[config.mk]
export PLATFORM = sky130hd
export DESIGN_NAME = mem_arbiter
export DESIGN_NICKNAME = d
export VERILOG_FILES = /design/src/hw/rv_mem_pkg.sv /design/src/hw/mem_arbiter.sv
export SDC_FILE = /design/constraint.sdc
export NUM_CORES = 1
export LEC_CHECK = 0
export BUFFER_PORTS_ARGS = -buffer_cell sky130_fd_sc_hd__buf_2
export CAP_MARGIN = 20
export CORE_AREA = 2 2 111 113
export DETAILED_ROUTE_END_ITERATION = 8
export DIE_AREA = 0 0 113 115
export PLACE_DENSITY = 0.56
export SLEW_MARGIN = 20
export SYNTH_ARGS = -nofsm -noshare
export SYNTH_HDL_FRONTEND = slang
export SYNTH_SLANG_ARGS = --single-unit
[constraint.sdc]
create_clock -name CLK -period 2.2 [get_ports CLK]
set_input_delay 0.22 -clock CLK [delete_from_list [all_inputs] [get_ports CLK]]
set_output_delay 0.22 -clock CLK [all_outputs]
set_load 0.05 [all_outputs]
[src/hw/rv_mem_pkg.sv]
package rv_mem_pkg;

	// Datapath width
	localparam int XLEN = 32;

	// Word address width of the data RAM, 256 words
	localparam int RAM_AW = 8;

	// Major opcodes handled by the LSU
	localparam logic [6:0] OPCODE_LOAD  = 7'b0000011;
	localparam logic [6:0] OPCODE_STORE = 7'b0100011;

	// Load widths
	localparam logic [2:0] FUNCT3_LB  = 3'b000;
	localparam logic [2:0] FUNCT3_LH  = 3'b001;
	localparam logic [2:0] FUNCT3_LW  = 3'b010;
	localparam logic [2:0] FUNCT3_LBU = 3'b100;
	localparam logic [2:0] FUNCT3_LHU = 3'b101;

	// Store widths
	localparam logic [2:0] FUNCT3_SB = 3'b000;
	localparam logic [2:0] FUNCT3_SH = 3'b001;
	localparam logic [2:0] FUNCT3_SW = 3'b010;

	// Controller FSM encoding
	localparam logic [2:0] LSU_IDLE = 3'd0;
	localparam logic [2:0] LSU_ADDR = 3'd1;
	localparam logic [2:0] LSU_REQ  = 3'd2;
	localparam logic [2:0] LSU_REL  = 3'd3;
	localparam logic [2:0] LSU_RESP = 3'd4;

	// Arbiter FSM encoding
	localparam logic [1:0] ARB_IDLE   = 2'd0;
	localparam logic [1:0] ARB_ACCESS = 2'd1;
	localparam logic [1:0] ARB_HOLD   = 2'd2;

	// One instruction word, read as I-type for loads and S-type for stores
	typedef union packed {
		struct packed {
			logic [11:0] imm;
			logic [4:0]  rs1;
			logic [2:0]  funct3;
			logic [4:0]  rd;
			logic [6:0]  opcode;
		} i;
		struct packed {
			logic [6:0] imm_hi;
			logic [4:0] rs2;
			logic [4:0] rs1;
			logic [2:0] funct3;
			logic [4:0] imm_lo;
			logic [6:0] opcode;
		} s;
	} instr_u;

endpackage

[src/hw/mem_arbiter.sv]
module mem_arbiter (
	input  logic                          CLK,
	input  logic                          NRST,
	input  logic                          req0,
	input  logic [rv_mem_pkg::XLEN-1:0]   addr0,
	input  logic [rv_mem_pkg::XLEN-1:0]   wdata0,
	input  logic [3:0]                    strb0,
	output logic                          ack0,
	output logic [rv_mem_pkg::XLEN-1:0]   rdata0,
	input  logic                          req1,
	input  logic [rv_mem_pkg::XLEN-1:0]   addr1,
	input  logic [rv_mem_pkg::XLEN-1:0]   wdata1,
	input  logic [3:0]                    strb1,
	output logic                          ack1,
	output logic [rv_mem_pkg::XLEN-1:0]   rdata1,
	output logic [rv_mem_pkg::RAM_AW-1:0] ram_addr,
	output logic [rv_mem_pkg::XLEN-1:0]   ram_wdata,
	output logic [3:0]                    ram_strb,
	output logic                          ram_we,
	input  logic [rv_mem_pkg::XLEN-1:0]   ram_rdata
);

	logic [1:0] state;
	logic       gnt;
	logic       win;
	logic       gnt_req;

	// Tie goes to whoever was not granted last
	assign win     = (req0 && req1) ? ~gnt : req1;
	assign gnt_req = gnt ? req1 : req0;

	// Read data only alongside its own ack
	assign rdata0 = ack0 ? ram_rdata : '0;
	assign rdata1 = ack1 ? ram_rdata : '0;

	always_ff @(posedge CLK)
	begin
		if (!NRST)
		begin
			state  <= rv_mem_pkg::ARB_IDLE;
			gnt    <= 1'b1;
			ack0   <= 1'b0;
			ack1   <= 1'b0;
			ram_we <= 1'b0;
		end
		else
		begin
			case (state)
				rv_mem_pkg::ARB_IDLE:
				begin
					if (req0 || req1)
					begin
						gnt    <= win;
						ram_we <= win ? (|strb1) : (|strb0);
						state  <= rv_mem_pkg::ARB_ACCESS;
					end
				end
				rv_mem_pkg::ARB_ACCESS:
				begin
					// RAM has read or written by now
					ram_we <= 1'b0;
					ack0   <= ~gnt;
					ack1   <= gnt;
					state  <= rv_mem_pkg::ARB_HOLD;
				end
				rv_mem_pkg::ARB_HOLD:
				begin
					// Owner keeps the RAM until req drops
					if (!gnt_req)
					begin
						ack0  <= 1'b0;
						ack1  <= 1'b0;
						state <= rv_mem_pkg::ARB_IDLE;
					end
				end
				default:
				begin
					state <= rv_mem_pkg::ARB_IDLE;
				end
			endcase
		end
	end

	// Winner's word address and write data
	always_ff @(posedge CLK)
	begin
		if ((state == rv_mem_pkg::ARB_IDLE) && (req0 || req1))
		begin
			ram_addr  <= win ? addr1[rv_mem_pkg::RAM_AW+1:2] : addr0[rv_mem_pkg::RAM_AW+1:2];
			ram_wdata <= win ? wdata1 : wdata0;
			ram_strb  <= win ? strb1 : strb0;
		end
	end

endmodule

# After elaboration in Yosys (flattened, before gate mapping)
# Cells that the tools add are included.
[op_classes]
mux = 16
eq_ne = 4
reduce_logical = 12
n_bitwise = 1
[ops]
columns = ["operator", "count"]
rows = [
  ["$mux W32", 3],
  ["$mux W8", 1],
  ["$reduce_and A2 Y1", 4],
  ["$reduce_or A4 Y1", 2],
  ["$pmux W1 S2", 3],
  ["$pmux W2 S3", 1],
  ["$mux W1", 5],
  ["$mux W2", 2],
  ["$mux W4", 1],
  ["$reduce_bool A2 Y1", 2],
  ["$eq A2 B1 Y1 const B", 1],
  ["$eq A2 B2 Y1 const B", 1],
  ["$logic_and A1 B1 Y1", 2],
  ["$logic_not A2 Y1", 1],
  ["$ne A2 B1 Y1 const B", 1],
  ["$ne A2 B2 Y1 const B", 1],
  ["$logic_or A1 B1 Y1", 1],
  ["$not A1 Y1", 1],
]
[totals]
reg_bits = 50
in_bits = 172
output_inout_bits = 111

# Longest topological paths before layout
# Gate-level depths: netlist of the first run.
[logic_depth]
ltp_word = 5
depth_mapped = 5
ltp_nobuf = 3

# Least setup slack after synthesis of the first run
# OpenSTA, ideal clock, no wires.
[synth_path]
kind = "reg-to-reg"
start = "reg state[1]"
end = "reg ram_addr[0] in the netlist's numbering (enable)"
synth_period_minus_slack_ps = 2022
setup_slack_ps = 178
arrival_ps = 1616
required_time_ps = 1795
path_stages_with_launch = 3
cell_sequence = "dfxtp_1 o21ba_2 and2b_1"
[synth_via]
elab_chain_len = 2
[synth_rtl]
columns = ["element", "line", "rtl"]
rows = [
  ["start, declared", "mem_arbiter.sv:23", "logic [1:0] state;"],
  ["start signal, assigned", "mem_arbiter.sv:40", "state <= rv_mem_pkg::ARB_IDLE;"],
  ["start signal, assigned", "mem_arbiter.sv:55", "state <= rv_mem_pkg::ARB_ACCESS;"],
  ["start signal, assigned", "mem_arbiter.sv:64", "state <= rv_mem_pkg::ARB_HOLD;"],
  ["$logic_not A2 Y1", "mem_arbiter.sv:87", "if ((state == rv_mem_pkg::ARB_IDLE) && (req0 || req1))"],
  ["$logic_and A1 B1 Y1", "mem_arbiter.sv:87", ""],
  ["end signal, assigned", "mem_arbiter.sv:89", "ram_addr <= win ? addr1[rv_mem_pkg::RAM_AW+1:2] : addr0[rv_mem_pkg::RAM_AW+1:2];"],
  ["end, declared", "mem_arbiter.sv:16", "output logic [rv_mem_pkg::RAM_AW-1:0] ram_addr,"],
]
# No other way between the ends.
# A chain may end at the register's enable or synchronous reset.

# Worst setup path in the final report of the first run
[layout_path]
start = "reg ack1"
end = "out rdata1[7] in the netlist's numbering"
[layout_via]
elab_chain_len = 1
[layout_rtl]
columns = ["element", "line", "rtl"]
rows = [
  ["start, declared", "mem_arbiter.sv:14", "output logic ack1,"],
  ["start signal, assigned", "mem_arbiter.sv:63", "ack1 <= gnt;"],
  ["$mux W32", "mem_arbiter.sv:34", "assign rdata1 = ack1 ? ram_rdata : '0;"],
  ["end, declared", "mem_arbiter.sv:15", "output logic [rv_mem_pkg::XLEN-1:0] rdata1,"],
]
# No other way between the ends.

==> results of run 1 <==
-- cells in the final DEF, fill, tap and decap left out --
cell type and count:
nor4_1 2, a21boi_4 1, clkbuf_16 5, nand2b_1 1, edfxtp_1 44, and2b_2 1
clkinv_1 2, o21ai_0 2, mux2_4 40, inv_1 1, mux2_2 6, clkinv_4 1
buf_2 234, buf_12 2, a21oi_1 2, and2_1 65, o21ba_2 1, o211ai_1 2
o221ai_1 2, buf_4 2, nand3b_1 2, a21boi_0 1, a21oi_2 1, dfxtp_1 6
-- power breakdown --
part | internal (mW) | switching (mW) | total (mW)
sequential | 1.18 | 0.0426 | 1.22
combinational | 0.373 | 0.851 | 1.22
clock | 0.416 | 0.332 | 0.748
total | 1.96 | 1.23 | 3.19
-- how the worst min path moves through the flow --
stage	startpoint	to	slack (ps)
floorplan	NRST	gnt	310
global placement	state[1]	ack1	470
detailed placement	NRST	gnt	470
CTS	NRST	gnt	180
global route	NRST	gnt	180
finish	NRST	gnt	180
-- final cells by class --
| class | instances | share of cell area (%) |
|---|---|---|
| clock buffer | 5 | 2.97 |
| clock inverter | 3 | 0.386 |
| inverter | 1 | 0.0891 |
| multi-input combinational | 129 | 28.8 |
| timing repair buffer | 238 | 29.1 |
| tap | 147 | 4.37 |
| sequential | 50 | 34.2 |
-- sequential cells by signal, indices dropped and copies added, names as in the netlist --
| signal | cells |
|---|---|
| ack1 | 1 |
| ram_we | 1 |
| ram_wdata | 32 |
| ack0 | 1 |
| state | 2 |
| ram_strb | 4 |
| ram_addr | 8 |
| gnt | 1 |
-- per-layer routing --
layer	global-route usage, %	share of wire [%]	up-vias
li1	-	-	1151
met1	9.70	35	1042
met2	18.6	53	112
met3	3.69	11	2
met4	1.71	0.36	0
met5	0	0	-
-- per-stage QoR --
step	cells	hold WS (ps)	power, mW	utilization [%]
floorplan	191	309	2.16	-
global placement	565	468	2.47	34.5
detailed placement	565	475	2.48	34.5
CTS	573	175	3.25	35.7
global route	573	183	3.33	35.7
finish	573	185	3.19	35.7
-- synthesized netlist by cell type (all sizes together) --
library cell  instances
o211ai                2
o21ba                 1
mux2                 46
dfxtp                 6
edfxtp               44
o21ai                 2
clkbuf                6
inv                   1
o221ai                2
a21boi                2
nand2b                1
and2b                 1
buf                   5
a21oi                 3
and2                 65
nor4                  2
nand3b                2
-- logic make-up (layout without fill, tap and decap cells) --
family / after synthesis / count (layout) / share of synthesized area, %
simple gates: 71 / 71 / 16.2
mux: 46 / 46 / 24.2
flops: 50 / 50 / 52.1
buf+inv: 12 / 247 / 4.25
compound gates: 12 / 12 / 3.26
==> results.md, run 1 <==
* Top-area cell type share of the netlist area at 47.8%
* Fmax achieved at 547 MHz
* Setup WS pre-CTS at 517 ps
* DRT antenna net count at 0
* Die area at 13000 um^2
* CTS max path bufs at 2
* Antenna diode count at 0
* Synth-to-Final Area Change at 52.3%
* Status: complete, but fails checks
* Max cap viols at 0
* Slew Viols, Final at 0
* TritonRoute pass-1 iters at 5
* Crit-path leading delay family: flip-flops
* Post-DR wirelength/cell at 12.3 um
* CTS tree: built
* Clock Latency Late Sink at 280 ps
* Crit path DAT at 1610 ps
* CP required at 1980 ps
* Syn Area/Cell at 14.5 um^2
* Initial antenna violation count at 0
* Largest net degree at the start of global routing at 47
* Cell Area, Synth at 2770 um^2
* Setup TNS at 0 ps
* Setup ws final at 372 ps
* Total vias in the final route at 2307
* First-pass GRT wire length at 9940 um
* Startpoint types: register
* Hold Crit Class: input port to register
* Syn_nets at 363
* Share of cells above drive strength 1 at 69.0%
* Nets at 597
* Post-DP HPWL at 5560 um
* GR Overflow Total at 0
* Fillers at 1186
* Unrepaired setup endpoints after global routing: no
* Port bufs at 234
* Final-report hold violation count at 0
* Critical Path Start: ack1
* Vias in the first global route at 2148
* WS Path Type: register to primary output
* Max IR drop VDD at 0.309 mV
* Reg2reg path depth at 3
* GRT Total Usage at 9.54%
* Crit-path max cell delay at 830 ps
* Fin area at 4210 um^2
* Cts-stage hold buffer count at 0
* Clock-pin slew on the worst setup and hold paths at 70 ps
* Residual DRC count at 15
* DRT iter0 DRCs at 86
* Starting Density at 23.4%
* Yosys top cell by area: edfxtp_1
* Core Footprint at 11800 um^2
* PostCTS Resize Cnt at 0
* Cell Pwr Density at 758 nW/um^2
* Worst setup EP type: primary output
* Worst-path maximum fanout at 34
* Area of the multi-input gates at 1210 um^2
* WL final at 7040 um
* CTS Buf Count at 5
* Flops & latches, synth at 50
* Yosys cell types at 21
* Final worst path period need at 1830 ps
* Worst slew pin tran at 780 ps
* Storage cell area at 1440 um^2
* Crit-path slowest cell: dfxtp_1
* Die Span Y at 115 um
* IO Pins at 283
* Ranking of synthesized cells by area: edfxtp_1, mux2_4, and2_1, dfxtp_1, buf_12
* Avg Vias per Cell at 4.03
* Clk sink count at 50
* Ys Warns at 0
* Critical R2R Launch: state[1]
* Hold Crit Depth at 2
* Slew HR at 47.9%
* Mapped Cells at 191
* H-tree levels at 2
* Final setup fails at 0
* Buf/Inv on CP at 1
* R2r endpoint: ram_wdata[26]
* Total stage count of the critical path at 2
* Tcrit/Tclk final at 83.1%
* Crit-path cells: and2_1 -> buf_2
* Post-Route Skew at 7.30 ps
* Root buf cell: clkbuf_16
* # rows at 40
* Placed cell area at 4070 um^2
* GPL Wtd Cong at 0.708
* Critical Path Sink: rdata1[7]
* Die width at 113 um
* Seq/Total Area, Yosys at 52.1%
* Violated checks: DRC
* Flop2flop setup slack at 550 ps
* Setup Buffers After CTS at 0
* P_leak at 2.15 nW
No activity file was read; power rests on OpenSTA's default activity.
==> run 2, diff against run 1 <==
- clock period: 2.2 -> 1.8 ns (I/O delays scaled with it)
==> run 2 against run 1 <==
Compared with the run above: the flow still finishes with violations (DRC); final area rose by 0.53%; die area did not move; setup slack got worse by 63 ps; largest cell class unchanged.
==> results.md, run 2 (same netlist as run 1, synthesis figures left out) <==
* Status: complete, but fails checks
* Violated checks: DRC
* PostCTS Resize Cnt at 0
* Synth-to-Final Area Change at 53.1%
* Area of the multi-input gates at 1210 um^2
* H-tree levels at 2
* Final-report hold violation count at 0
* Die area at 13000 um^2
* Worst setup EP type: register
* Post-DR wirelength/cell at 12.9 um
* Final setup fails at 0
* Top Registers: ram_wdata: 32 flops, ram_addr: 8 flops, ram_strb: 4 flops
* Core Footprint at 11800 um^2
* DRT iter0 DRCs at 89
* WL final at 7400 um
* Setup Buffers After CTS at 0
* Port bufs at 234
* Worst slew pin tran at 308 ps
* Root buf cell: clkbuf_16
* Share of cells above drive strength 1 at 69.3%
* Residual DRC count at 13
* Max reg flops at 32
* WS Path Type: register to register
* # rows at 40
* Tcrit/Tclk final at 82.8%
* Most common cell after layout, fill and taps aside: buf_2
* Post-DP HPWL at 5930 um
* Placed cell area at 4100 um^2
* Most frequent cells in the layout: buf_2, and2_1, edfxtp_1, mux2_4
* Most flop-heavy register: ram_wdata
* Nets at 599
* Clock-pin slew on the worst setup and hold paths at 60 ps
* Clock Latency Late Sink at 290 ps
* CP required at 1830 ps
* First-pass GRT wire length at 10700 um
* Max cap viols at 0
* GPL Wtd Cong at 0.685
* Setup TNS at 0 ps
* Final worst path period need at 1490 ps
* IO Pins at 283
* Fin area at 4230 um^2
* Slew HR at 79.5%
* Startpoint types: register
* Slew Viols, Final at 0
* CTS max path bufs at 2
* Vias in the first global route at 2280
* DRT antenna net count at 0
* Fillers at 1179
* Storage cell area at 1440 um^2
* Total power at 3.92 mW
* Hold Crit Class: input port to register
* Clk sink count at 50
* Avg Vias per Cell at 4.09
* Max IR drop VDD at 0.386 mV
* Fmax achieved at 671 MHz
* Total vias in the final route at 2349
* CTS Buf Count at 5
* P_leak at 2.16 nW
* Die width at 113 um
* Starting Density at 23.4%
* GRT Total Usage at 10.3%
* Die Span Y at 115 um
* Largest net degree at the start of global routing at 40
* Crit path DAT at 1530 ps
* CTS tree: built
* GR Overflow Total at 0
* Initial antenna violation count at 0
* Antenna diode count at 0
* TritonRoute pass-1 iters at 9
* Cell Pwr Density at 925 nW/um^2
* Post-Route Skew at 8.01 ps
* Worst-path maximum fanout at 39
* Unrepaired setup endpoints after global routing: no
* Cts-stage hold buffer count at 0
==> run 2: per-layer routing <==
layer	GRT usage, %	wire length (um)	up-vias
li1	-	-	1146
met1	11.0	2780	1077
met2	19.4	3840	117
met3	3.58	685	9
met4	2.76	85	0
met5	0	0	-
==> run 2: layout make-up <==
class	count	share of cell area (%)
multi-input cells	129	28.7
flip-flops and latches	50	34.0
clock inverters	1	0.177
inverters	1	0.0887
clock buffers	6	3.04
well taps	147	4.34
repair buffers	240	29.6
==> run 2: final timing paths <==
| path | end | slack (ps) | from | depth (start not counted) |
|---|---|---|---|---|
| worst max register to register | ram_addr[1] | 310 | gnt | 3 |
| worst min register to register | ack1 | 500 | state[1] | 1 |
| worst max-delay path | ram_addr[1] | 310 | gnt | 3 |
| worst min-delay path | gnt | 150 | NRST | 2 |
==> run 2: report_power, final <==
group          switching (mW)  leakage [nW]  internal, mW
logic                    1.06          1.62         0.469
registers              0.0387         0.480          1.44
clock network           0.400        0.0629         0.509
==> run 2: worst max-delay path, cell delays in order, from the launching register on <==
cell,delay (ps)
dfxtp_1,360
a21boi_4,180
buf_12,280
mux2_2,370
==> run 2: stage by stage <==
stage                     hold slack [ps]  std cells  utilization (%)  setup slack, ps
final                                 147        574             35.8              309
after floorplan                       269        191                -              212
after detailed placement              437        567             34.7              323
after global placement                428        567             34.7              325
after global routing                  150        574             35.8              258
after CTS                             141        574             35.8              308
