$ cat config.mk
export PLATFORM = sky130hd
export DESIGN_NAME = lsu_ctrl
export DESIGN_NICKNAME = d
export VERILOG_FILES = /design/src/hw/rv_mem_pkg.sv /design/src/hw/lsu_addr_gen.sv /design/src/hw/lsu_ctrl.sv
export SDC_FILE = /design/constraint.sdc
export NUM_CORES = 1
export LEC_CHECK = 0
export ABC_CLOCK_PERIOD_IN_PS = 7070
export BUFFER_PORTS_ARGS = -buffer_cell sky130_fd_sc_hd__buf_2
export CELL_PAD_IN_SITES_DETAIL_PLACEMENT = 0
export CELL_PAD_IN_SITES_GLOBAL_PLACEMENT = 2
export CORE_ASPECT_RATIO = 1.25
export CORE_MARGIN = 2
export CORE_UTILIZATION = 30
export CTS_CLUSTER_SIZE = 10
export DETAILED_ROUTE_END_ITERATION = 7
export HOLD_SLACK_MARGIN = 0.06
export PLACE_DENSITY = 0.87
export SYNTH_ARGS = -nofsm -noshare
export SYNTH_HDL_FRONTEND = slang
export SYNTH_HIERARCHICAL = 1
export SYNTH_SLANG_ARGS = --single-unit
$ cat constraint.sdc
create_clock -name CLK -period 7.07 [get_ports CLK]
set_clock_uncertainty 0.2 [all_clocks]
set_input_delay 0.707 -clock CLK [delete_from_list [all_inputs] [get_ports CLK]]
set_output_delay 0.707 -clock CLK [all_outputs]
set_load 0.01 [all_outputs]
$ cat src/hw/rv_mem_pkg.sv
package rv_mem_pkg;

	// Datapath width
	localparam int XLEN = 32;

	// Word address width of the data RAM, 256 words
	localparam int RAM_AW = 8;

	// Major opcodes handled by the LSU
	localparam logic [6:0] OPCODE_LOAD  = 7'b0000011;
	localparam logic [6:0] OPCODE_STORE = 7'b0100011;

	// Load widths
	localparam logic [2:0] FUNCT3_LB  = 3'b000;
	localparam logic [2:0] FUNCT3_LH  = 3'b001;
	localparam logic [2:0] FUNCT3_LW  = 3'b010;
	localparam logic [2:0] FUNCT3_LBU = 3'b100;
	localparam logic [2:0] FUNCT3_LHU = 3'b101;

	// Store widths
	localparam logic [2:0] FUNCT3_SB = 3'b000;
	localparam logic [2:0] FUNCT3_SH = 3'b001;
	localparam logic [2:0] FUNCT3_SW = 3'b010;

	// Controller FSM encoding
	localparam logic [2:0] LSU_IDLE = 3'd0;
	localparam logic [2:0] LSU_ADDR = 3'd1;
	localparam logic [2:0] LSU_REQ  = 3'd2;
	localparam logic [2:0] LSU_REL  = 3'd3;
	localparam logic [2:0] LSU_RESP = 3'd4;

	// Arbiter FSM encoding
	localparam logic [1:0] ARB_IDLE   = 2'd0;
	localparam logic [1:0] ARB_ACCESS = 2'd1;
	localparam logic [1:0] ARB_HOLD   = 2'd2;

	// One instruction word, read as I-type for loads and S-type for stores
	typedef union packed {
		struct packed {
			logic [11:0] imm;
			logic [4:0]  rs1;
			logic [2:0]  funct3;
			logic [4:0]  rd;
			logic [6:0]  opcode;
		} i;
		struct packed {
			logic [6:0] imm_hi;
			logic [4:0] rs2;
			logic [4:0] rs1;
			logic [2:0] funct3;
			logic [4:0] imm_lo;
			logic [6:0] opcode;
		} s;
	} instr_u;

endpackage

$ cat src/hw/lsu_addr_gen.sv
module lsu_addr_gen (
	input  logic                        CLK,
	input  logic                        NRST,
	input  logic                        en,
	input  rv_mem_pkg::instr_u          instr,
	input  logic [rv_mem_pkg::XLEN-1:0] rs1,
	output logic [rv_mem_pkg::XLEN-1:0] addr,
	output logic [3:0]                  strb,
	output logic                        load_sext_b,
	output logic                        load_sext_h,
	output logic                        is_load,
	output logic                        is_store
);

	logic                        is_ld;
	logic                        is_st;
	logic [2:0]                  funct3;
	logic [rv_mem_pkg::XLEN-1:0] imm_i;
	logic [rv_mem_pkg::XLEN-1:0] imm_s;
	logic [rv_mem_pkg::XLEN-1:0] eff_addr;
	logic [3:0]                  byte_strb;
	logic [3:0]                  half_strb;
	logic [3:0]                  next_strb;

	// Opcode decode
	assign is_ld  = (instr.i.opcode == rv_mem_pkg::OPCODE_LOAD);
	assign is_st  = (instr.i.opcode == rv_mem_pkg::OPCODE_STORE);
	assign funct3 = instr.i.funct3;

	// Sign extended immediates, one per layout
	assign imm_i = {{(rv_mem_pkg::XLEN-12){instr.i.imm[11]}}, instr.i.imm};
	assign imm_s = {{(rv_mem_pkg::XLEN-12){instr.s.imm_hi[6]}}, instr.s.imm_hi, instr.s.imm_lo};

	// Stores take the split immediate
	assign eff_addr = rs1 + (is_st ? imm_s : imm_i);

	// Single lane per byte offset
	assign byte_strb = 4'b0001 << eff_addr[1:0];

	// Halfword lanes, offset 3 clamps to upper pair
	always_comb
	begin
		case (eff_addr[1:0])
			2'd0:    half_strb = 4'b0011;
			2'd1:    half_strb = 4'b0110;
			default: half_strb = 4'b1100;
		endcase
	end

	// Width select from funct3
	always_comb
	begin
		next_strb = 4'b0000;
		if (is_ld)
		begin
			case (funct3)
				rv_mem_pkg::FUNCT3_LB,
				rv_mem_pkg::FUNCT3_LBU: next_strb = byte_strb;
				rv_mem_pkg::FUNCT3_LH,
				rv_mem_pkg::FUNCT3_LHU: next_strb = half_strb;
				rv_mem_pkg::FUNCT3_LW:  next_strb = 4'b1111;
				default:                next_strb = 4'b1111;
			endcase
		end
		else if (is_st)
		begin
			case (funct3)
				rv_mem_pkg::FUNCT3_SB: next_strb = byte_strb;
				rv_mem_pkg::FUNCT3_SH: next_strb = half_strb;
				rv_mem_pkg::FUNCT3_SW: next_strb = 4'b1111;
				default:               next_strb = 4'b1111;
			endcase
		end
		// anything else keeps a zero strobe
	end

	// Flags and strobe
	always_ff @(posedge CLK)
	begin
		if (!NRST)
		begin
			strb        <= 4'b0000;
			load_sext_b <= 1'b0;
			load_sext_h <= 1'b0;
			is_load     <= 1'b0;
			is_store    <= 1'b0;
		end
		else if (en)
		begin
			strb        <= next_strb;
			load_sext_b <= is_ld && (funct3 == rv_mem_pkg::FUNCT3_LB);
			load_sext_h <= is_ld && (funct3 == rv_mem_pkg::FUNCT3_LH);
			is_load     <= is_ld;
			is_store    <= is_st;
		end
	end

	// Effective address
	always_ff @(posedge CLK)
	begin
		if (en)
			addr <= eff_addr;
	end

endmodule

$ cat src/hw/lsu_ctrl.sv
module lsu_ctrl (
	input  logic                        CLK,
	input  logic                        NRST,
	input  logic                        cmd_req,
	input  rv_mem_pkg::instr_u          cmd_instr,
	input  logic [rv_mem_pkg::XLEN-1:0] cmd_rs1,
	input  logic [rv_mem_pkg::XLEN-1:0] cmd_rs2,
	output logic                        cmd_ack,
	output logic [rv_mem_pkg::XLEN-1:0] cmd_rdata,
	output logic                        m_req,
	output logic [rv_mem_pkg::XLEN-1:0] m_addr,
	output logic [rv_mem_pkg::XLEN-1:0] m_wdata,
	output logic [3:0]                  m_strb,
	input  logic                        m_ack,
	input  logic [rv_mem_pkg::XLEN-1:0] m_rdata
);

	logic [2:0]                  state;
	logic                        gen_en;
	logic [rv_mem_pkg::XLEN-1:0] addr;
	logic [3:0]                  strb;
	logic                        sext_b;
	logic                        sext_h;
	logic                        is_load;
	logic                        is_store;
	logic [rv_mem_pkg::XLEN-1:0] rs2_q;
	logic [1:0]                  lane;
	logic [4:0]                  shamt;
	logic                        is_half;
	logic [rv_mem_pkg::XLEN-1:0] ld_shifted;
	logic [rv_mem_pkg::XLEN-1:0] ld_data;

	// One enable pulse per accepted command
	assign gen_en = (state == rv_mem_pkg::LSU_IDLE) && cmd_req;

	lsu_addr_gen lsu_addr_gen_inst (
		.CLK         (CLK),
		.NRST        (NRST),
		.en          (gen_en),
		.instr       (cmd_instr),
		.rs1         (cmd_rs1),
		.addr        (addr),
		.strb        (strb),
		.load_sext_b (sext_b),
		.load_sext_h (sext_h),
		.is_load     (is_load),
		.is_store    (is_store)
	);

	// Lowest strobed lane sets the shift
	always_comb
	begin
		if (strb[0])
			lane = 2'd0;
		else if (strb[1])
			lane = 2'd1;
		else if (strb[2])
			lane = 2'd2;
		else
			lane = 2'd3;
	end

	assign shamt   = {lane, 3'b000};
	assign is_half = (strb == 4'b0011) || (strb == 4'b0110) || (strb == 4'b1100);

	// Request raised straight out of ADDR to save a cycle
	assign m_req   = ((state == rv_mem_pkg::LSU_ADDR) && (is_load || is_store)) ||
	                 (state == rv_mem_pkg::LSU_REQ);
	assign m_addr  = addr;
	// Loads read with a zero strobe
	assign m_strb  = is_store ? strb : 4'b0000;
	// Store data moved up to its first lane
	assign m_wdata = rs2_q << shamt;

	// Load data back down to lane 0
	assign ld_shifted = m_rdata >> shamt;

	// Width mask and sign extension
	always_comb
	begin
		if (strb == 4'b1111)
			ld_data = ld_shifted;
		else if (is_half)
			ld_data = {{(rv_mem_pkg::XLEN-16){sext_h & ld_shifted[15]}}, ld_shifted[15:0]};
		else
			ld_data = {{(rv_mem_pkg::XLEN-8){sext_b & ld_shifted[7]}}, ld_shifted[7:0]};
	end

	// Command and memory sequencing
	always_ff @(posedge CLK)
	begin
		if (!NRST)
		begin
			state   <= rv_mem_pkg::LSU_IDLE;
			cmd_ack <= 1'b0;
		end
		else
		begin
			case (state)
				rv_mem_pkg::LSU_IDLE:
				begin
					if (cmd_req)
						state <= rv_mem_pkg::LSU_ADDR;
				end
				rv_mem_pkg::LSU_ADDR:
				begin
					// Non-memory opcode answers at once
					if (is_load || is_store)
					begin
						state <= rv_mem_pkg::LSU_REQ;
					end
					else
					begin
						cmd_ack <= 1'b1;
						state   <= rv_mem_pkg::LSU_RESP;
					end
				end
				rv_mem_pkg::LSU_REQ:
				begin
					// Ack host side as soon as data is in
					if (m_ack)
					begin
						cmd_ack <= 1'b1;
						state   <= rv_mem_pkg::LSU_REL;
					end
				end
				rv_mem_pkg::LSU_REL:
				begin
					// Wait out the arbiter release
					if (!m_ack)
						state <= rv_mem_pkg::LSU_RESP;
				end
				rv_mem_pkg::LSU_RESP:
				begin
					if (!cmd_req)
					begin
						cmd_ack <= 1'b0;
						state   <= rv_mem_pkg::LSU_IDLE;
					end
				end
				default:
				begin
					state <= rv_mem_pkg::LSU_IDLE;
				end
			endcase
		end
	end

	// Store operand and response data
	always_ff @(posedge CLK)
	begin
		if (gen_en)
			rs2_q <= cmd_rs2;
		if (state == rv_mem_pkg::LSU_ADDR)
			cmd_rdata <= '0;
		else if ((state == rv_mem_pkg::LSU_REQ) && m_ack)
			cmd_rdata <= is_load ? ld_data : '0;
	end

endmodule

Word level (Yosys, flattened, before mapping)
Index checks and enable logic that the tools add are counted.
{"block": "totals", "elab_cells": 75, "mem_count": 0, "latch_bits": 0, "inputBits": 132, "mem_bits_ro": 0, "ff_bits": 108, "ramBits": 0}
{"block": "op_classes", "n_mux": 23, "mul": 0, "eq_ne": 19, "order_cmp": 0, "div": 0, "n_reduce_logical": 17, "n_addsub": 1, "bitwise_logic": 2, "shift": 3}
{"op": "$mux 32", "n": 3}
{"op": "$add 32x32->32", "n": 1}
{"op": "$shl 32x5->32", "n": 1}
{"op": "$shr 32x5->32", "n": 1}
{"op": "$pmux 4 s2", "n": 3}
{"op": "$mux 3", "n": 5}
{"op": "$pmux 3 s5", "n": 1}
{"op": "$mux 4", "n": 3}
{"op": "$ne 2x2->1 const B", "n": 5}
{"op": "$eq 3x3->1 const B", "n": 3}
{"op": "$eq 4x4->1 const B", "n": 2}
{"op": "$reduce_and 4->1", "n": 2}
{"op": "$eq 7x2->1 const B", "n": 1}
{"op": "$eq 7x6->1 const B", "n": 1}
{"op": "$eq 3x1->1 const B", "n": 2}
{"op": "$eq 3x2->1 const B", "n": 2}
{"op": "$logic_not 3->1", "n": 2}
{"op": "$logic_and 1x1->1", "n": 5}
{"op": "$mux 5", "n": 1}
{"op": "$eq 4x2->1 const B", "n": 1}
{"op": "$eq 4x3->1 const B", "n": 1}
{"op": "$logic_or 1x1->1", "n": 4}
{"op": "$mux 1", "n": 4}
{"op": "$mux 2", "n": 2}
{"op": "other kinds (7)", "n": 9}

Logic depth before layout (Yosys ltp)
{"block": "depth", "word_depth": 8, "mapped_depth": 17}

By module
The synthesis kept the hierarchy.
{"module": "lsu_ctrl", "area_each_um2": 3623.5, "cells_each": 354, "n_inst": 1}
{"module": "lsu_addr_gen", "area_each_um2": 3181.8, "cells_each": 326, "n_inst": 1}

Worst setup path after synthesis
No wires, ideal clock.
{"block": "synth_timing", "path_type": "input to register", "start": "in cmd_req", "end": "reg lsu_addr_gen_inst.load_sext_b", "path_buffers": 0, "setup_slack_ns": 1.801, "path_stages": 5, "arrival_time_ns": 4.945, "setup_ns": 0.124, "path_cell_list": "nand2_1 > nor2_1 > clkinv_1 > a32oi_1 > nor2b_1"}
{"block": "synth_via", "elab_chain_len": 1}
{"element": "start, declared", "line_no": "lsu_ctrl.sv:4", "rtl": "input logic cmd_req,"}
{"element": "$logic_and 1x1->1", "line_no": "lsu_ctrl.sv:34", "rtl": "assign gen_en = (state == rv_mem_pkg::LSU_IDLE) && cmd_req;"}
{"element": "net gen_en", "line_no": "lsu_ctrl.sv:19", "rtl": "logic gen_en;"}
{"element": "end signal, assigned", "line_no": "lsu_addr_gen.sv:91", "rtl": "load_sext_b <= is_ld && (funct3 == rv_mem_pkg::FUNCT3_LB);"}
{"element": "end, declared", "line_no": "lsu_addr_gen.sv:9", "rtl": "output logic load_sext_b,"}
The timed path passes the listed nets, and every way through them passes these cells.
A chain may end at the register's enable or synchronous reset.

Final worst setup path
{"block": "layout_timing", "start": "in cmd_instr[4] (netlist name)", "end": "reg lsu_addr_gen_inst/addr[30] (netlist name), data pin"}
{"block": "layout_via", "elab_chain_len": 3}
{"element": "start, declared", "line_no": "lsu_ctrl.sv:5", "rtl": "input rv_mem_pkg::instr_u cmd_instr,"}
{"element": "$eq 7x6->1", "line_no": "lsu_addr_gen.sv:27", "rtl": "assign is_st = (instr.i.opcode == rv_mem_pkg::OPCODE_STORE);"}
{"element": "$mux 5", "line_no": "lsu_addr_gen.sv:35", "rtl": "assign eff_addr = rs1 + (is_st ? imm_s : imm_i);"}
{"element": "$add 32x32->32", "line_no": "lsu_addr_gen.sv:35"}
{"element": "net lsu_addr_gen_inst.eff_addr, one bit", "line_no": "lsu_addr_gen.sv:20", "rtl": "logic [rv_mem_pkg::XLEN-1:0] eff_addr;"}
{"element": "end signal, assigned", "line_no": "lsu_addr_gen.sv:102", "rtl": "addr <= eff_addr;"}
{"element": "end, declared", "line_no": "lsu_addr_gen.sv:7", "rtl": "output logic [rv_mem_pkg::XLEN-1:0] addr,"}
The timed path passes the listed nets, and every way through them passes these cells.

==> impl_metrics.env <==
export IMPL_netSwitchingFraction_pct=29.6
export IMPL_cts_sinks=108
export IMPL_synth_area_leaders="edfxtp_1 (28%), dfxtp_1 (13%), ha_1 (5.7%), nand2_1 (5.0%), o41ai_2 (3.6%)"
export IMPL_syn_area_mm2=0.00681
export IMPL_grt_pass1_wl_mm=31.2
export IMPL_dieArea_mm2=0.0239
export IMPL_layout_cells_non_filler=1174
export IMPL_synth_fp_nets=844
export IMPL_grtUsageMet2_pct=30.6
export IMPL_r2r_end="lsu_addr_gen_inst/strb[0]"
export IMPL_setup_viol=0
export IMPL_fin_setup_tns_ns=0
export IMPL_fp_coreArea_mm2=0.0223
export IMPL_comb_power_share_pct=19.9
export IMPL_reg2regPathDepth=8
export IMPL_routedWlPerCell_um=17.8
export IMPL_yosysTopAreaCellShare_pct=28.2
export IMPL_status="completed"
export IMPL_ios=234
export IMPL_cts_made_buffers=9
export IMPL_dp_cells=1155
export IMPL_power_frac_clock_pct=32.9
export IMPL_hold_path_class="register to register"
export IMPL_crit_path_start_kind="input pin"
export IMPL_io_buffers=228
export IMPL_ys_warn_count=6
export IMPL_gr_total_overflow=0
export IMPL_cts_tree="built"
export IMPL_gp_congestion=0.885
export IMPL_fp_row_count=61
export IMPL_ys_flop_type="edfxtp_1"
export IMPL_critical_path_class="input pin to register"
export IMPL_root_buffer="clkbuf_16"
export IMPL_wl_mm=20.9
export IMPL_p_per_area_mw_per_mm2=186
export IMPL_synth_edf_count=64
export IMPL_tightest_slew_ns=1.08
export IMPL_rsz0062_at_grt="false"
export IMPL_sequentialPowerShare_pct=47.2
export IMPL_hold_depth=2
export IMPL_switchingPower_uw=463
export IMPL_crit_path_start="cmd_instr[4]"
export IMPL_finalCritPeriodShare_pct=59.5
export IMPL_area_delta_synth_final_pct=23.3
export IMPL_synth_largest_area_cell="edfxtp_1"
export IMPL_whs_endpoint="cmd_rdata[4]"
export IMPL_synth_cell_types=78
export IMPL_nFillCells=2332
export IMPL_synth_commonest_cells="nand2_1 (90), edfxtp_1 (64), a21oi_1 (48)"
export IMPL_max_freq_mhz=238
export IMPL_power_leakage_nw=3.64
export IMPL_cts_hold_buffers=0
export IMPL_crit_fanout=7
export IMPL_cp_data_arrival_time_ns=4.12
export IMPL_top_usage_layer="met2"
export IMPL_critPathRequiredTime_ns=6.98
export IMPL_cp_end_kind="register"
export IMPL_fin_nets=1047
export IMPL_irDropWorstVdd_uv=103
export IMPL_htreeDepth=3
export IMPL_r2r_setup_slack_ns=4.37
export IMPL_hpwl_mm=15.8
export IMPL_clk_pin_slew_ns=0.08
export IMPL_grt_pass1_vias=5747
export IMPL_drc=0
export IMPL_ys_seq_area_share_pct=41.2
export IMPL_start_util_pct=30.5
export IMPL_grt_usage_pct=16.7
export IMPL_antenna_found_initial=5
export IMPL_synth_async_sr_flop_share_pct=0
export IMPL_grt_max_degree=68
export IMPL_yosysMostFrequentCell="nand2_1"
export IMPL_syn_avg_cell_area_um2=10.0
export IMPL_cts_buffer_depth=2
export IMPL_cts_repair_resized=0
export IMPL_relSlewSlack_pct=27.8
export IMPL_maxCapViolCount=0
export IMPL_drt_pass1_iter_count=4
export IMPL_vias_per_cell=5.10
export IMPL_reg2reg_from="state[1]"
export IMPL_clock_latency_ns=0.36
export IMPL_drive_gt1_share_pct=34.5
export IMPL_use_met1_pct=18.7
export IMPL_postCtsSetupBuffers=0
export IMPL_hold_start="cmd_rdata[4]"
export IMPL_p_int_mw=1.10
export IMPL_die_w_um=139
export IMPL_final_hold_violation_count=0
export IMPL_num_vias=5987
export IMPL_gr_usage_met3_pct=4.38
export IMPL_ys_ff_latch=108
export IMPL_drt_iter0_markers=362
export IMPL_fp_dieH_um=172
export IMPL_slew_violations=0
export IMPL_synthCells=680
export IMPL_postRouteAntennaNets=0
export IMPL_period_needed_ns=4.21
worst max-delay path by stage:
| stage | end | slack (ns) | depth (start not counted) |
|---|---|---|---|
| after floorplan | lsu_addr_gen_inst/load_sext_b | 1.80 | 5 |
| after global placement | lsu_addr_gen_inst/addr[30] | 2.51 | 17 |
| after detailed placement | lsu_addr_gen_inst/addr[30] | 2.49 | 17 |
| after CTS | lsu_addr_gen_inst/addr[30] | 2.87 | 17 |
| after global routing | lsu_addr_gen_inst/addr[30] | 2.70 | 17 |
| final | lsu_addr_gen_inst/addr[30] | 2.86 | 17 |
power groups by stage:
stage | logic, mW | clock network (mW) | registers [mW]
2_1_floorplan | 0.186 | 0 | 0.763
3_3_place_gp | 0.314 | 0 | 0.750
3_5_place_dp | 0.313 | 0 | 0.750
4_1_cts | 0.315 | 0.533 | 0.737
5_1_grt | 0.344 | 0.553 | 0.742
6_report | 0.311 | 0.514 | 0.737
state kept, by name, indices dropped and copies added, names as in the netlist:
| signal | count |
|---|---|
| cmd_rdata | 32 |
| lsu_addr_gen_inst/strb | 4 |
| lsu_addr_gen_inst/is_store | 1 |
| lsu_addr_gen_inst/addr | 32 |
| lsu_addr_gen_inst/is_load | 1 |
| lsu_addr_gen_inst/load_sext_h | 1 |
| lsu_addr_gen_inst/load_sext_b | 1 |
| state | 3 |
| rs2_q | 32 |
| cmd_ack | 1 |
cell type report:
cell class	count	area, µm²	share of cell area [%]
Multi-Input combinational cell	515	3690	44.0
Sequential cell	108	2810	33.4
Timing Repair Buffer	234	1190	14.1
Tap cell	283	354	4.22
Clock buffer	9	225	2.68
Clock inverter	7	66.3	0.790
Inverter	15	56.3	0.671
Antenna cell	3	7.51	0.0894
kinds of logic after synthesis:
family	synth area share, %
buf+inv	4.71
simple gates	15.6
fa+ha+maj	5.99
xor+xnor	3.99
flops	41.2
mux	3.22
compound gates	25.3
critical path, cell delays in order:
cell	delay (ns)
buf_2	0.09
nor4_1	0.24
and3_1	0.22
and2_1	0.28
nand2_1	0.08
nand2_1	0.06
ha_1	0.18
inv_1	0.06
fa_1	0.43
nor2b_4	0.16
o2111ai_4	0.14
a31oi_1	0.36
o21ai_1	0.13
o311ai_2	0.44
a21oi_1	0.23
o21ai_1	0.20
xor2_1	0.08
layer usage:
layer | up-vias | share of wire [%] | wire [µm]
met5 | - | 0.13 | 27
met4 | 4 | 2.7 | 556
met3 | 33 | 6.8 | 1430
met2 | 204 | 51 | 10600
met1 | 2801 | 40 | 8330
li1 | 2945 | - | -
per-stage QoR:
| step | util [%] | setup WS [ns] | power (mW) | cell area (µm²) | hold slack [ns] |
|---|---|---|---|---|---|
| after detailed placement | 36.3 | 2.49 | 1.06 | 8090 | 0.232 |
| final | 37.7 | 2.86 | 1.56 | 8390 | 0.251 |
| after CTS | 37.6 | 2.87 | 1.58 | 8390 | 0.257 |
| after floorplan | - | 1.80 | 0.949 | 6810 | 0.272 |
| after global routing | 37.6 | 2.70 | 1.64 | 8390 | 0.276 |
| after global placement | 36.3 | 2.51 | 1.06 | 8090 | 0.229 |
placed cells by master, fill, tap and decap left out, types with 4 or more instances in the layout:
cell | synthesis | final
buf_2 | 8 | 228
nand2_1 | 90 | 90
edfxtp_1 | 64 | 64
a21oi_1 | 48 | 48
dfxtp_1 | 44 | 42
nor2_1 | 42 | 41
o21ai_0 | 38 | 38
ha_1 | 31 | 31
xnor2_1 | 18 | 18
o31ai_1 | 17 | 17
a22oi_1 | 15 | 15
o41ai_2 | 15 | 15
and2_1 | 14 | 14
mux2i_1 | 14 | 14
inv_1 | 13 | 13
nor2b_1 | 14 | 13
xor2_1 | 13 | 13
a21o_1 | 13 | 13
nand2b_1 | 11 | 11
nand3_1 | 11 | 11
o21a_1 | 10 | 10
clkbuf_16 | 0 | 9
a211oi_1 | 7 | 7
a221o_1 | 7 | 7
nand4_1 | 6 | 6
a31oi_1 | 6 | 6
buf_4 | 8 | 6
inv_6 | 0 | 4
o21ai_1 | 4 | 4
(Power assumes the default switching activity.)
